==> src/include/rv_core_consts.svh <==
`ifndef RV_CORE_CONSTS_SVH
`define RV_CORE_CONSTS_SVH

// first instruction fetched after reset.
`define RV_RESET_PC 32'h8000_0000

// RV32E keeps only x0..x15.
`define RV_NUM_REGS 16

`define RV_XLEN 32

`endif
==> src/hdl/rv_core_pkg.sv <==
`include "rv_core_consts.svh"

package rv_core_pkg;

	typedef enum logic [6:0] {
		OP_LUI    = 7'b0110111,
		OP_IMM    = 7'b0010011,
		OP_REG    = 7'b0110011,
		OP_LOAD   = 7'b0000011,
		OP_STORE  = 7'b0100011,
		OP_BRANCH = 7'b1100011,
		OP_JAL    = 7'b1101111
	} opcode_e;

	typedef enum logic [2:0] {
		ALU_ADD,
		ALU_SUB,
		ALU_AND,
		ALU_OR,
		ALU_XOR,
		ALU_PASS_B
	} alu_op_e;

	typedef enum logic [2:0] {
		ST_FETCH,
		ST_WAIT_INST,
		ST_EXEC,
		ST_MEM,
		ST_COMMIT
	} core_state_e;

	typedef struct packed {
		logic [`RV_XLEN-1:0] addr;
		logic [`RV_XLEN-1:0] wdata;
		logic [3:0]          wstrb;
		logic                write;
	} mem_req_t;

	typedef struct packed {
		opcode_e             op;
		alu_op_e             alu;
		logic [3:0]          rd;
		logic [3:0]          rs1;
		logic [3:0]          rs2;
		logic [`RV_XLEN-1:0] imm;
		logic                use_imm;
		logic                reg_write;
		logic                is_load;
		logic                is_store;
		logic                branch_ne;
		logic                illegal;
	} decoded_t;

	typedef struct packed {
		logic [`RV_XLEN-1:0] value;
		logic [`RV_XLEN-1:0] next_pc;
		logic [`RV_XLEN-1:0] mem_addr;
	} exec_result_t;

	typedef struct packed {
		logic [`RV_XLEN-1:0] pc;
		logic [`RV_XLEN-1:0] inst;
		logic [3:0]          rd;
		logic [`RV_XLEN-1:0] wdata;
		logic                we;
	} commit_t;

endpackage

==> src/hdl/rv_core.sv <==
`timescale 1ns/1ps

module rv_core (
	input  logic                  clock,
	input  logic                  rst_n,
	output rv_core_pkg::mem_req_t imem_req,
	output logic                  imem_req_valid,
	input  logic                  imem_req_ready,
	input  logic                  imem_rsp_valid,
	input  logic [31:0]           imem_rsp_data,
	output rv_core_pkg::mem_req_t dmem_req,
	output logic                  dmem_req_valid,
	input  logic                  dmem_req_ready,
	input  logic                  dmem_rsp_valid,
	input  logic [31:0]           dmem_rsp_data,
	output logic                  commit_valid,
	output rv_core_pkg::commit_t  commit
);
	import rv_core_pkg::*;

	logic [31:0]  pc;
	logic [31:0]  inst;
	logic         inst_valid;
	decoded_t     dec;
	logic [31:0]  src1;
	logic [31:0]  src2;
	exec_result_t result;
	logic         rf_we;
	logic [3:0]   rf_waddr;
	logic [31:0]  rf_wdata;
	logic [31:0]  next_pc;

	rv_fetch fetch_i (
		.clock(clock), .rst_n(rst_n),
		.commit_valid(commit_valid), .next_pc(next_pc),
		.imem_req(imem_req), .imem_req_valid(imem_req_valid), .imem_req_ready(imem_req_ready),
		.imem_rsp_valid(imem_rsp_valid), .imem_rsp_data(imem_rsp_data),
		.pc(pc), .inst(inst), .inst_valid(inst_valid)
	);

	rv_decode decode_i (.inst(inst), .dec(dec));

	rv_regfile regfile_i (
		.clock(clock), .rst_n(rst_n),
		.raddr1(dec.rs1), .raddr2(dec.rs2), .rdata1(src1), .rdata2(src2),
		.we(rf_we), .waddr(rf_waddr), .wdata(rf_wdata)
	);

	rv_execute execute_i (.dec(dec), .pc(pc), .src1(src1), .src2(src2), .result(result));

	rv_lsu lsu_i (
		.clock(clock), .rst_n(rst_n), .inst_valid(inst_valid),
		.pc(pc), .inst(inst), .dec(dec), .result(result), .store_data(src2),
		.dmem_req(dmem_req), .dmem_req_valid(dmem_req_valid), .dmem_req_ready(dmem_req_ready),
		.dmem_rsp_valid(dmem_rsp_valid), .dmem_rsp_data(dmem_rsp_data),
		.rf_we(rf_we), .rf_waddr(rf_waddr), .rf_wdata(rf_wdata),
		.next_pc(next_pc), .commit_valid(commit_valid), .commit(commit)
	);

endmodule

==> src/hdl/rv_lsu.sv <==
`timescale 1ns/1ps

module rv_lsu (
	input  logic                      clock,
	input  logic                      rst_n,
	input  logic                      inst_valid,
	input  logic [31:0]               pc,
	input  logic [31:0]               inst,
	input  rv_core_pkg::decoded_t     dec,
	input  rv_core_pkg::exec_result_t result,
	input  logic [31:0]               store_data,
	output rv_core_pkg::mem_req_t     dmem_req,
	output logic                      dmem_req_valid,
	input  logic                      dmem_req_ready,
	input  logic                      dmem_rsp_valid,
	input  logic [31:0]               dmem_rsp_data,
	output logic                      rf_we,
	output logic [3:0]                rf_waddr,
	output logic [31:0]               rf_wdata,
	output logic [31:0]               next_pc,
	output logic                      commit_valid,
	output rv_core_pkg::commit_t      commit
);
	import rv_core_pkg::*;

	core_state_e  state;
	decoded_t     dec_q;
	exec_result_t result_q;
	logic [31:0]  pc_q;
	logic [31:0]  inst_q;
	logic [31:0]  store_data_q;
	logic [31:0]  load_q;

	always_ff @(posedge clock or negedge rst_n) begin
		if (!rst_n) begin
			state          <= ST_EXEC;
			dmem_req_valid <= 1'b0;
		end else begin
			case (state)
				ST_EXEC: begin
					if (inst_valid) begin
						if (dec.is_load || dec.is_store) begin
							state          <= ST_MEM;
							dmem_req_valid <= 1'b1;
						end else begin
							state <= ST_COMMIT;
						end
					end
				end
				ST_MEM: begin
					if (dmem_req_valid && dmem_req_ready) begin
						dmem_req_valid <= 1'b0;
					end
					if (dmem_rsp_valid) begin
						state <= ST_COMMIT; // a store response only ends the access.
					end
				end
				default: begin
					state <= ST_EXEC;
				end
			endcase
		end
	end

	always_ff @(posedge clock) begin
		if (state == ST_EXEC && inst_valid) begin
			dec_q        <= dec;
			result_q     <= result;
			pc_q         <= pc;
			inst_q       <= inst;
			store_data_q <= store_data;
		end
		if (state == ST_MEM && dmem_rsp_valid) begin
			load_q <= dmem_rsp_data;
		end
	end

	assign dmem_req = '{addr: result_q.mem_addr, wdata: store_data_q,
		wstrb: dec_q.is_store ? 4'hf : 4'h0, write: dec_q.is_store};

	assign commit_valid = (state == ST_COMMIT);
	assign rf_we        = commit_valid & dec_q.reg_write;
	assign rf_waddr     = dec_q.rd;
	assign rf_wdata     = dec_q.is_load ? load_q : result_q.value;
	assign next_pc      = result_q.next_pc;

	assign commit = '{pc: pc_q, inst: inst_q, rd: dec_q.rd, wdata: rf_wdata,
		we: dec_q.reg_write};

endmodule

==> src/hdl/rv_regfile.sv <==
`timescale 1ns/1ps
`include "rv_core_consts.svh"

module rv_regfile (
	input  logic                clock,
	input  logic                rst_n,
	input  logic [3:0]          raddr1,
	input  logic [3:0]          raddr2,
	output logic [`RV_XLEN-1:0] rdata1,
	output logic [`RV_XLEN-1:0] rdata2,
	input  logic                we,
	input  logic [3:0]          waddr,
	input  logic [`RV_XLEN-1:0] wdata
);

	logic [`RV_XLEN-1:0] regs [`RV_NUM_REGS];

	always_ff @(posedge clock or negedge rst_n) begin
		if (!rst_n) begin
			for (int i = 0; i < `RV_NUM_REGS; i++) begin
				regs[i] <= '0;
			end
		end else if (we && waddr != 4'd0) begin
			regs[waddr] <= wdata; // x0 stays zero since it is never written.
		end
	end

	assign rdata1 = regs[raddr1];
	assign rdata2 = regs[raddr2];

endmodule

==> src/hdl/rv_execute.sv <==
`timescale 1ns/1ps

module rv_execute (
	input  rv_core_pkg::decoded_t     dec,
	input  logic [31:0]               pc,
	input  logic [31:0]               src1,
	input  logic [31:0]               src2,
	output rv_core_pkg::exec_result_t result
);
	import rv_core_pkg::*;

	logic [31:0] op_b;
	logic [31:0] alu_out;
	logic [31:0] pc_plus4;
	logic [31:0] target;
	logic        equal;
	logic        taken;

	assign op_b = dec.use_imm ? dec.imm : src2;

	always_comb begin
		case (dec.alu)
			ALU_ADD:    alu_out = src1 + op_b;
			ALU_SUB:    alu_out = src1 - op_b;
			ALU_AND:    alu_out = src1 & op_b;
			ALU_OR:     alu_out = src1 | op_b;
			ALU_XOR:    alu_out = src1 ^ op_b;
			ALU_PASS_B: alu_out = op_b;
			default:    alu_out = '0;
		endcase
	end

	assign pc_plus4 = pc + 32'd4;
	assign target   = pc + dec.imm; // branch and jal offsets are both pc relative.
	assign equal    = (src1 == src2);

	always_comb begin
		taken = 1'b0;
		if (!dec.illegal) begin
			if (dec.op == OP_JAL) begin
				taken = 1'b1;
			end else if (dec.op == OP_BRANCH) begin
				taken = equal ^ dec.branch_ne;
			end
		end
	end

	always_comb begin
		result.value    = (dec.op == OP_JAL) ? pc_plus4 : alu_out;
		result.next_pc  = taken ? target : pc_plus4;
		result.mem_addr = src1 + dec.imm;
	end

endmodule

==> src/hdl/rv_decode.sv <==
`timescale 1ns/1ps

module rv_decode (
	input  logic [31:0]           inst,
	output rv_core_pkg::decoded_t dec
);
	import rv_core_pkg::*;

	logic [31:0] imm_i;
	logic [31:0] imm_s;
	logic [31:0] imm_b;
	logic [31:0] imm_u;
	logic [31:0] imm_j;
	logic [2:0]  funct3;
	logic [6:0]  funct7;
	logic        bad_rd;
	logic        bad_rs1;
	logic        bad_rs2;

	assign funct3 = inst[14:12];
	assign funct7 = inst[31:25];

	assign imm_i = {{20{inst[31]}}, inst[31:20]};
	assign imm_s = {{20{inst[31]}}, inst[31:25], inst[11:7]};
	assign imm_b = {{19{inst[31]}}, inst[31], inst[7], inst[30:25], inst[11:8], 1'b0};
	assign imm_u = {inst[31:12], 12'h000};
	assign imm_j = {{11{inst[31]}}, inst[31], inst[19:12], inst[20], inst[30:21], 1'b0};

	// top bit of each 5-bit register field selects x16..x31, absent in RV32E.
	assign bad_rd  = inst[11];
	assign bad_rs1 = inst[19];
	assign bad_rs2 = inst[24];

	always_comb begin
		dec     = '0;
		dec.op  = OP_IMM;
		dec.alu = ALU_ADD;
		dec.rd  = inst[10:7];
		dec.rs1 = inst[18:15];
		dec.rs2 = inst[23:20];
		case (inst[6:0])
			OP_LUI: begin
				dec.op        = OP_LUI;
				dec.alu       = ALU_PASS_B;
				dec.imm       = imm_u;
				dec.use_imm   = 1'b1;
				dec.reg_write = 1'b1;
				dec.illegal   = bad_rd;
			end
			OP_IMM: begin
				dec.imm       = imm_i;
				dec.use_imm   = 1'b1;
				dec.reg_write = 1'b1;
				dec.illegal   = bad_rd | bad_rs1 | (funct3 != 3'b000); // addi only.
			end
			OP_REG: begin
				dec.op        = OP_REG;
				dec.reg_write = 1'b1;
				dec.illegal   = bad_rd | bad_rs1 | bad_rs2;
				case ({funct7, funct3})
					10'b0000000_000: dec.alu = ALU_ADD;
					10'b0100000_000: dec.alu = ALU_SUB;
					10'b0000000_100: dec.alu = ALU_XOR;
					10'b0000000_110: dec.alu = ALU_OR;
					10'b0000000_111: dec.alu = ALU_AND;
					default:         dec.illegal = 1'b1;
				endcase
			end
			OP_LOAD: begin
				dec.op        = OP_LOAD;
				dec.imm       = imm_i;
				dec.is_load   = 1'b1;
				dec.reg_write = 1'b1;
				dec.illegal   = bad_rd | bad_rs1 | (funct3 != 3'b010);
			end
			OP_STORE: begin
				dec.op       = OP_STORE;
				dec.rd       = 4'd0;
				dec.imm      = imm_s;
				dec.is_store = 1'b1;
				dec.illegal  = bad_rs1 | bad_rs2 | (funct3 != 3'b010);
			end
			OP_BRANCH: begin
				dec.op        = OP_BRANCH;
				dec.rd        = 4'd0;
				dec.imm       = imm_b;
				dec.branch_ne = funct3[0];
				dec.illegal   = bad_rs1 | bad_rs2 | (funct3[2:1] != 2'b00);
			end
			OP_JAL: begin
				dec.op        = OP_JAL;
				dec.imm       = imm_j;
				dec.reg_write = 1'b1;
				dec.illegal   = bad_rd;
			end
			default: begin
				dec.illegal = 1'b1;
			end
		endcase
		if (dec.illegal) begin
			dec.reg_write = 1'b0; // still commits, but touches nothing.
			dec.is_load   = 1'b0;
			dec.is_store  = 1'b0;
		end
	end

endmodule

==> src/hdl/rv_fetch.sv <==
`timescale 1ns/1ps
`include "rv_core_consts.svh"

module rv_fetch (
	input  logic                  clock,
	input  logic                  rst_n,
	input  logic                  commit_valid,
	input  logic [31:0]           next_pc,
	output rv_core_pkg::mem_req_t imem_req,
	output logic                  imem_req_valid,
	input  logic                  imem_req_ready,
	input  logic                  imem_rsp_valid,
	input  logic [31:0]           imem_rsp_data,
	output logic [31:0]           pc,
	output logic [31:0]           inst,
	output logic                  inst_valid
);
	import rv_core_pkg::*;

	core_state_e state;

	always_ff @(posedge clock or negedge rst_n) begin
		if (!rst_n) begin
			state          <= ST_FETCH;
			pc             <= `RV_RESET_PC;
			imem_req_valid <= 1'b0;
		end else begin
			case (state)
				ST_FETCH: begin
					imem_req_valid <= 1'b1; // only taken once, right after reset.
					state          <= ST_WAIT_INST;
				end
				ST_WAIT_INST: begin
					if (imem_req_valid && imem_req_ready) begin
						imem_req_valid <= 1'b0;
					end
					if (imem_rsp_valid) begin
						state <= ST_EXEC;
					end
				end
				ST_EXEC: begin
					state <= ST_COMMIT;
				end
				ST_COMMIT: begin
					if (commit_valid) begin
						pc             <= next_pc; // next request goes out on the following cycle.
						imem_req_valid <= 1'b1;
						state          <= ST_WAIT_INST;
					end
				end
				default: begin
					state <= ST_FETCH;
				end
			endcase
		end
	end

	always_ff @(posedge clock) begin
		if (state == ST_WAIT_INST && imem_rsp_valid) begin
			inst <= imem_rsp_data;
		end
	end

	assign imem_req   = '{addr: pc, wdata: '0, wstrb: 4'h0, write: 1'b0};
	assign inst_valid = (state == ST_EXEC); // one cycle per fetched word.

endmodule

==> config.mk <==
export PLATFORM = sky130hd
export DESIGN_NAME = rv_core
export DESIGN_NICKNAME = d
export VERILOG_FILES = /design/src/hdl/rv_core_pkg.sv /design/src/hdl/rv_core.sv /design/src/hdl/rv_lsu.sv /design/src/hdl/rv_regfile.sv /design/src/hdl/rv_execute.sv /design/src/hdl/rv_decode.sv /design/src/hdl/rv_fetch.sv
export VERILOG_INCLUDE_DIRS = /design/src /design/src/include
export SDC_FILE = /design/constraint.sdc
export NUM_CORES = 2
export LEC_CHECK = 0
export BUFFER_PORTS_ARGS = -buffer_cell sky130_fd_sc_hd__buf_2
export CAP_MARGIN = 20
export CORE_ASPECT_RATIO = 0.8
export CORE_MARGIN = 5
export CORE_UTILIZATION = 46
export CTS_CLUSTER_DIAMETER = 120
export DETAILED_ROUTE_END_ITERATION = 16
export PLACE_DENSITY_LB_ADDON = 0.05
export RECOVER_POWER = 25
export SYNTH_ARGS = -nofsm -noshare
export SYNTH_HDL_FRONTEND = slang
export SYNTH_HIERARCHICAL = 1
export SYNTH_SLANG_ARGS = --single-unit
==> constraint.sdc <==
create_clock -name clock -period 22.9 [get_ports clock]
set_clock_uncertainty 0.2 [all_clocks]
set_input_delay 3.435 -clock clock [delete_from_list [all_inputs] [get_ports clock]]
set_output_delay 3.435 -clock clock [all_outputs]
set_load 0.005 [all_outputs]
==> impl_metrics.env <==
export IMPL_drc=0
export IMPL_min_period_ns=11.62
export IMPL_pre_cts_ws_ns=13.99
export IMPL_wire_per_inst_um=29.86
export IMPL_coreArea_um2=102900
export IMPL_power_density_nw_per_um2=88.53
export IMPL_cp_slowest_stage_delay_ns=5.21
export IMPL_synth_edf_count=263
export IMPL_pwr_share_clk_pct=32.2
export IMPL_swShare_pct=33.78
export IMPL_clk_pin_slew_ns=0.06
export IMPL_routed_wl_um=155100
export IMPL_antenna_found_initial=4
export IMPL_grt_pass1_wl_um=225600
export IMPL_use_met1_pct=39.93
export IMPL_drtPass1Iterations=5
export IMPL_final_cell_area_um2=51860
export IMPL_finalSetupTns_ns=0
export IMPL_floorplan_rows=105
export IMPL_cap_violations=11
export IMPL_vias_per_cell=6.176
export IMPL_synth_seq_cells=815
export IMPL_synth_top_cell_by_area="dfrtp_1"
export IMPL_crit_type="flip-flop to flip-flop"
export IMPL_placedCellCount=5032
export IMPL_detail_route_antenna_nets=0
export IMPL_drive_gt1_share_pct=33.96
export IMPL_cts_resized=0
export IMPL_finalHoldViolCount=0
export IMPL_synth_common_cells="550 x dfrtp_1, 467 x mux2_2, 263 x edfxtp_1"
export IMPL_grt_usage_pct=27.59
export IMPL_postLayoutSetupSlackWorst_ns=11.28
export IMPL_startpoint="fetch_i/inst[15]$_DFFE_PP_"
export IMPL_arrival_ns=11.83
export IMPL_layout_cells_non_filler=5193
export IMPL_grt_use_met3_pct=6.404
export IMPL_fp_dieW_um=370.3
export IMPL_fmax_mhz=86.08
export IMPL_holdWs_ns=0.1912
export IMPL_p_leak_uw=0.02346
export IMPL_slew_headroom_pct=-402.0
export IMPL_final_nets=3967
export IMPL_place_gp_congestion=0.9185
export IMPL_cts_hold_buf=0
export IMPL_p_switching_uw=1551
export IMPL_cts_buffer_depth=3
export IMPL_maxSlewViolCount=453
export IMPL_synth_top_area_share_pct=28.81
export IMPL_ir_drop_mv=0.06902
export IMPL_dpl_cell_area_um2=49030
export IMPL_hpwl_um=103100
export IMPL_startpoint_type="flip-flop"
export IMPL_worst_slew_pin_slew_ns=7.530
export IMPL_die_y_um=298.2
export IMPL_synthDistinctLibCells=91
export IMPL_fillers=8986
export IMPL_grtUsageMet2_pct=42.05
export IMPL_setup_violations=0
export IMPL_cts_setup_buffers=0
export IMPL_intPower_uw=3040
export IMPL_grt_max_degree=182
export IMPL_yosysSeqAreaShare_pct=45.45
export IMPL_cts_root_buf="clkbuf_16"
export IMPL_synthCells=3718
export IMPL_h_tree_depth=3
export IMPL_status="complete, but fails checks"
export IMPL_grt_setup_unrepaired="no"
export IMPL_drt_iter0_drc=2801
export IMPL_cts_sink_count=815
export IMPL_grt_pass1_vias=32460
export IMPL_worst_path_max_delay_cell="clkbuf_1"
export IMPL_numCtsBuffers=88
export IMPL_violations="capacitance limit, slew limit"
export IMPL_yosys_warnings=6
export IMPL_grt_ovfl_total=0
export IMPL_area_growth_pct=8.554
export IMPL_sequentialPowerShare_pct=39.0
export IMPL_syn_avg_cell_area_um2=12.85
export IMPL_async_reset_ff_share_pct=67.73
export IMPL_synth_flop_cell="dfrtp_1"
export IMPL_period_share_pct=50.73
export IMPL_num_vias=32073
export IMPL_clk_latency_ns=0.69
export IMPL_combPwrFrac_pct=28.7
export IMPL_cp_max_fo=79
export IMPL_yosysMostFrequentCell="dfrtp_1"
export IMPL_cp_end_kind="flip-flop"
export IMPL_reg2reg_from="fetch_i/inst[15]$_DFFE_PP_"
export IMPL_cp_cell_sequence="buf_4 > clkbuf_1 > mux4_2 > a22oi_1 > nand2_1 > ha_1 > and4_1 > and3_1 > nand3_1 > a31oi_1 > nand4_1 > a211oi_1 > o311ai_0 > o21ai_0 > a21oi_1 > xnor2_1"
export IMPL_cp_required_ns=23.12
export IMPL_start_util_pct=46.44
export IMPL_hold_start="regfile_i/regs[484]$_DFFE_PN0P_"
export IMPL_die_area_um2=110400
export IMPL_io_pins=312
export IMPL_syn_area_um2=47770
export IMPL_gr_max_usage_layer="met2"
export IMPL_cts_tree="built"
export IMPL_netlist_top_cells_area="dfrtp_1 29%, edfxtp_1 17%, mux4_2 12%"
export IMPL_hold_class="flip-flop to flip-flop"
export IMPL_port_buffers=274
[flip-flops by register name (all words and copies together) (netlist names)]
register	count
lsu_i/state	3
lsu_i/dmem_req_valid	1
fetch_i/inst	32
lsu_i/commit	1
fetch_i/state	3
lsu_i/store_data_q	32
lsu_i/dec_q	1
lsu_i/rf_waddr	4
lsu_i/load_q	32
lsu_i/result_q	32
lsu_i/dmem_req	33
lsu_i/next_pc	32
lsu_i/pc_q	32
fetch_i/pc	32
lsu_i/inst_q	32
fetch_i/imem_req_valid	1
regfile_i/regs	512
[path summary, 6_finish.rpt]
kind                       slack, ns  cells past startpoint                               to
min in group asynchronous       2.66                      1  regfile_i/regs[419]$_DFFE_PN0P_
max in group asynchronous      17.57                      3  regfile_i/regs[344]$_DFFE_PN0P_
hold reg to reg                 0.19                      0  regfile_i/regs[484]$_DFFE_PN0P_
setup reg to reg               11.28                     16     lsu_i/dmem_req[68]$_DFFE_PP_
setup / recovery               11.28                     16     lsu_i/dmem_req[68]$_DFFE_PP_
hold / removal                  0.19                      0  regfile_i/regs[484]$_DFFE_PN0P_
[metrics by stage]
stage	utilization, %	total power, uW
6_report	50.41	4591
5_1_grt	50.41	4800
3_5_place_dp	47.66	3129
4_1_cts	50.56	4624
2_1_floorplan	-	2713
3_3_place_gp	47.64	3122
[per-layer routing]
| metal | part of all wire (%) | up-vias |
|---|---|---|
| li1 | - | 13729 |
| met1 | 44 | 16779 |
| met2 | 45 | 1319 |
| met3 | 8.2 | 246 |
| met4 | 2.9 | 0 |
| met5 | 0 | - |
[power by group through the flow]
stage	logic, uW	registers (uW)	clock network, uW
detailed placement	1310	1820	0
finish	1320	1790	1480
CTS	1320	1790	1510
global route	1420	1810	1570
floorplan	929	1780	0
global placement	1310	1810	0
[kinds of logic after synthesis]
| kind of cell | synth area share [%] |
|---|---|
| flip-flops | 45.45 |
| multiplexers | 26.39 |
| XOR/XNOR | 3.135 |
| AO/OA/AOI/OAI | 8.528 |
| adder cells (fa/ha/maj) | 4.316 |
| buffers and inverters | 6.461 |
| other | 0.01572 |
| AND/OR/NAND/NOR | 5.702 |
[final cells by class]
| class | count | area (um^2) | share of cell area, % |
|---|---|---|---|
| diodes | 1 | 2.502 | 0.004826 |
| clock buffers | 134 | 2658 | 5.125 |
| clock inverters | 23 | 316.6 | 0.6104 |
| inverters | 99 | 371.6 | 0.7166 |
| multi-input cells | 2390 | 23170 | 44.67 |
| flip-flops and latches | 815 | 21710 | 41.87 |
| well taps | 1391 | 1740 | 3.356 |
| repair buffers | 340 | 1889 | 3.643 |
[critical path, delay by kind of cell (launching register included)]
family,cells,cell delay [ns]
buffers and inverters,2,5.71
muxes,1,0.99
AOI/OAI and AO/OA,6,2.12
adders and majority gates,1,0.46
and+or+nand+nor,5,1.23
DFF,1,0.32
xor gates and xnor gates,1,0.15
[placed cells by master, fill, tap and decap left out, types with 17 or more instances in the layout]
cell type,n
buf_4,50
buf_2,271
a22oi_1,132
nor3_1,25
edfxtp_1,263
nand3_1,36
conb_1,39
mux2_4,32
nand2_1,198
and3_1,17
clkbuf_1,34
a21oi_1,145
ha_1,160
mux4_2,256
mux2i_1,30
dfrtp_1,550
nand2b_1,20
mux2_1,48
clkbuf_16,90
a221oi_1,24
mux2_2,467
inv_1,92
clkbuf_8,24
xnor2_1,97
o22ai_1,22
nand4_1,18
xor2_1,74
nor2b_1,25
a21o_1,52
o21ai_0,92
nor2_1,123
(Power assumes the default switching activity.)
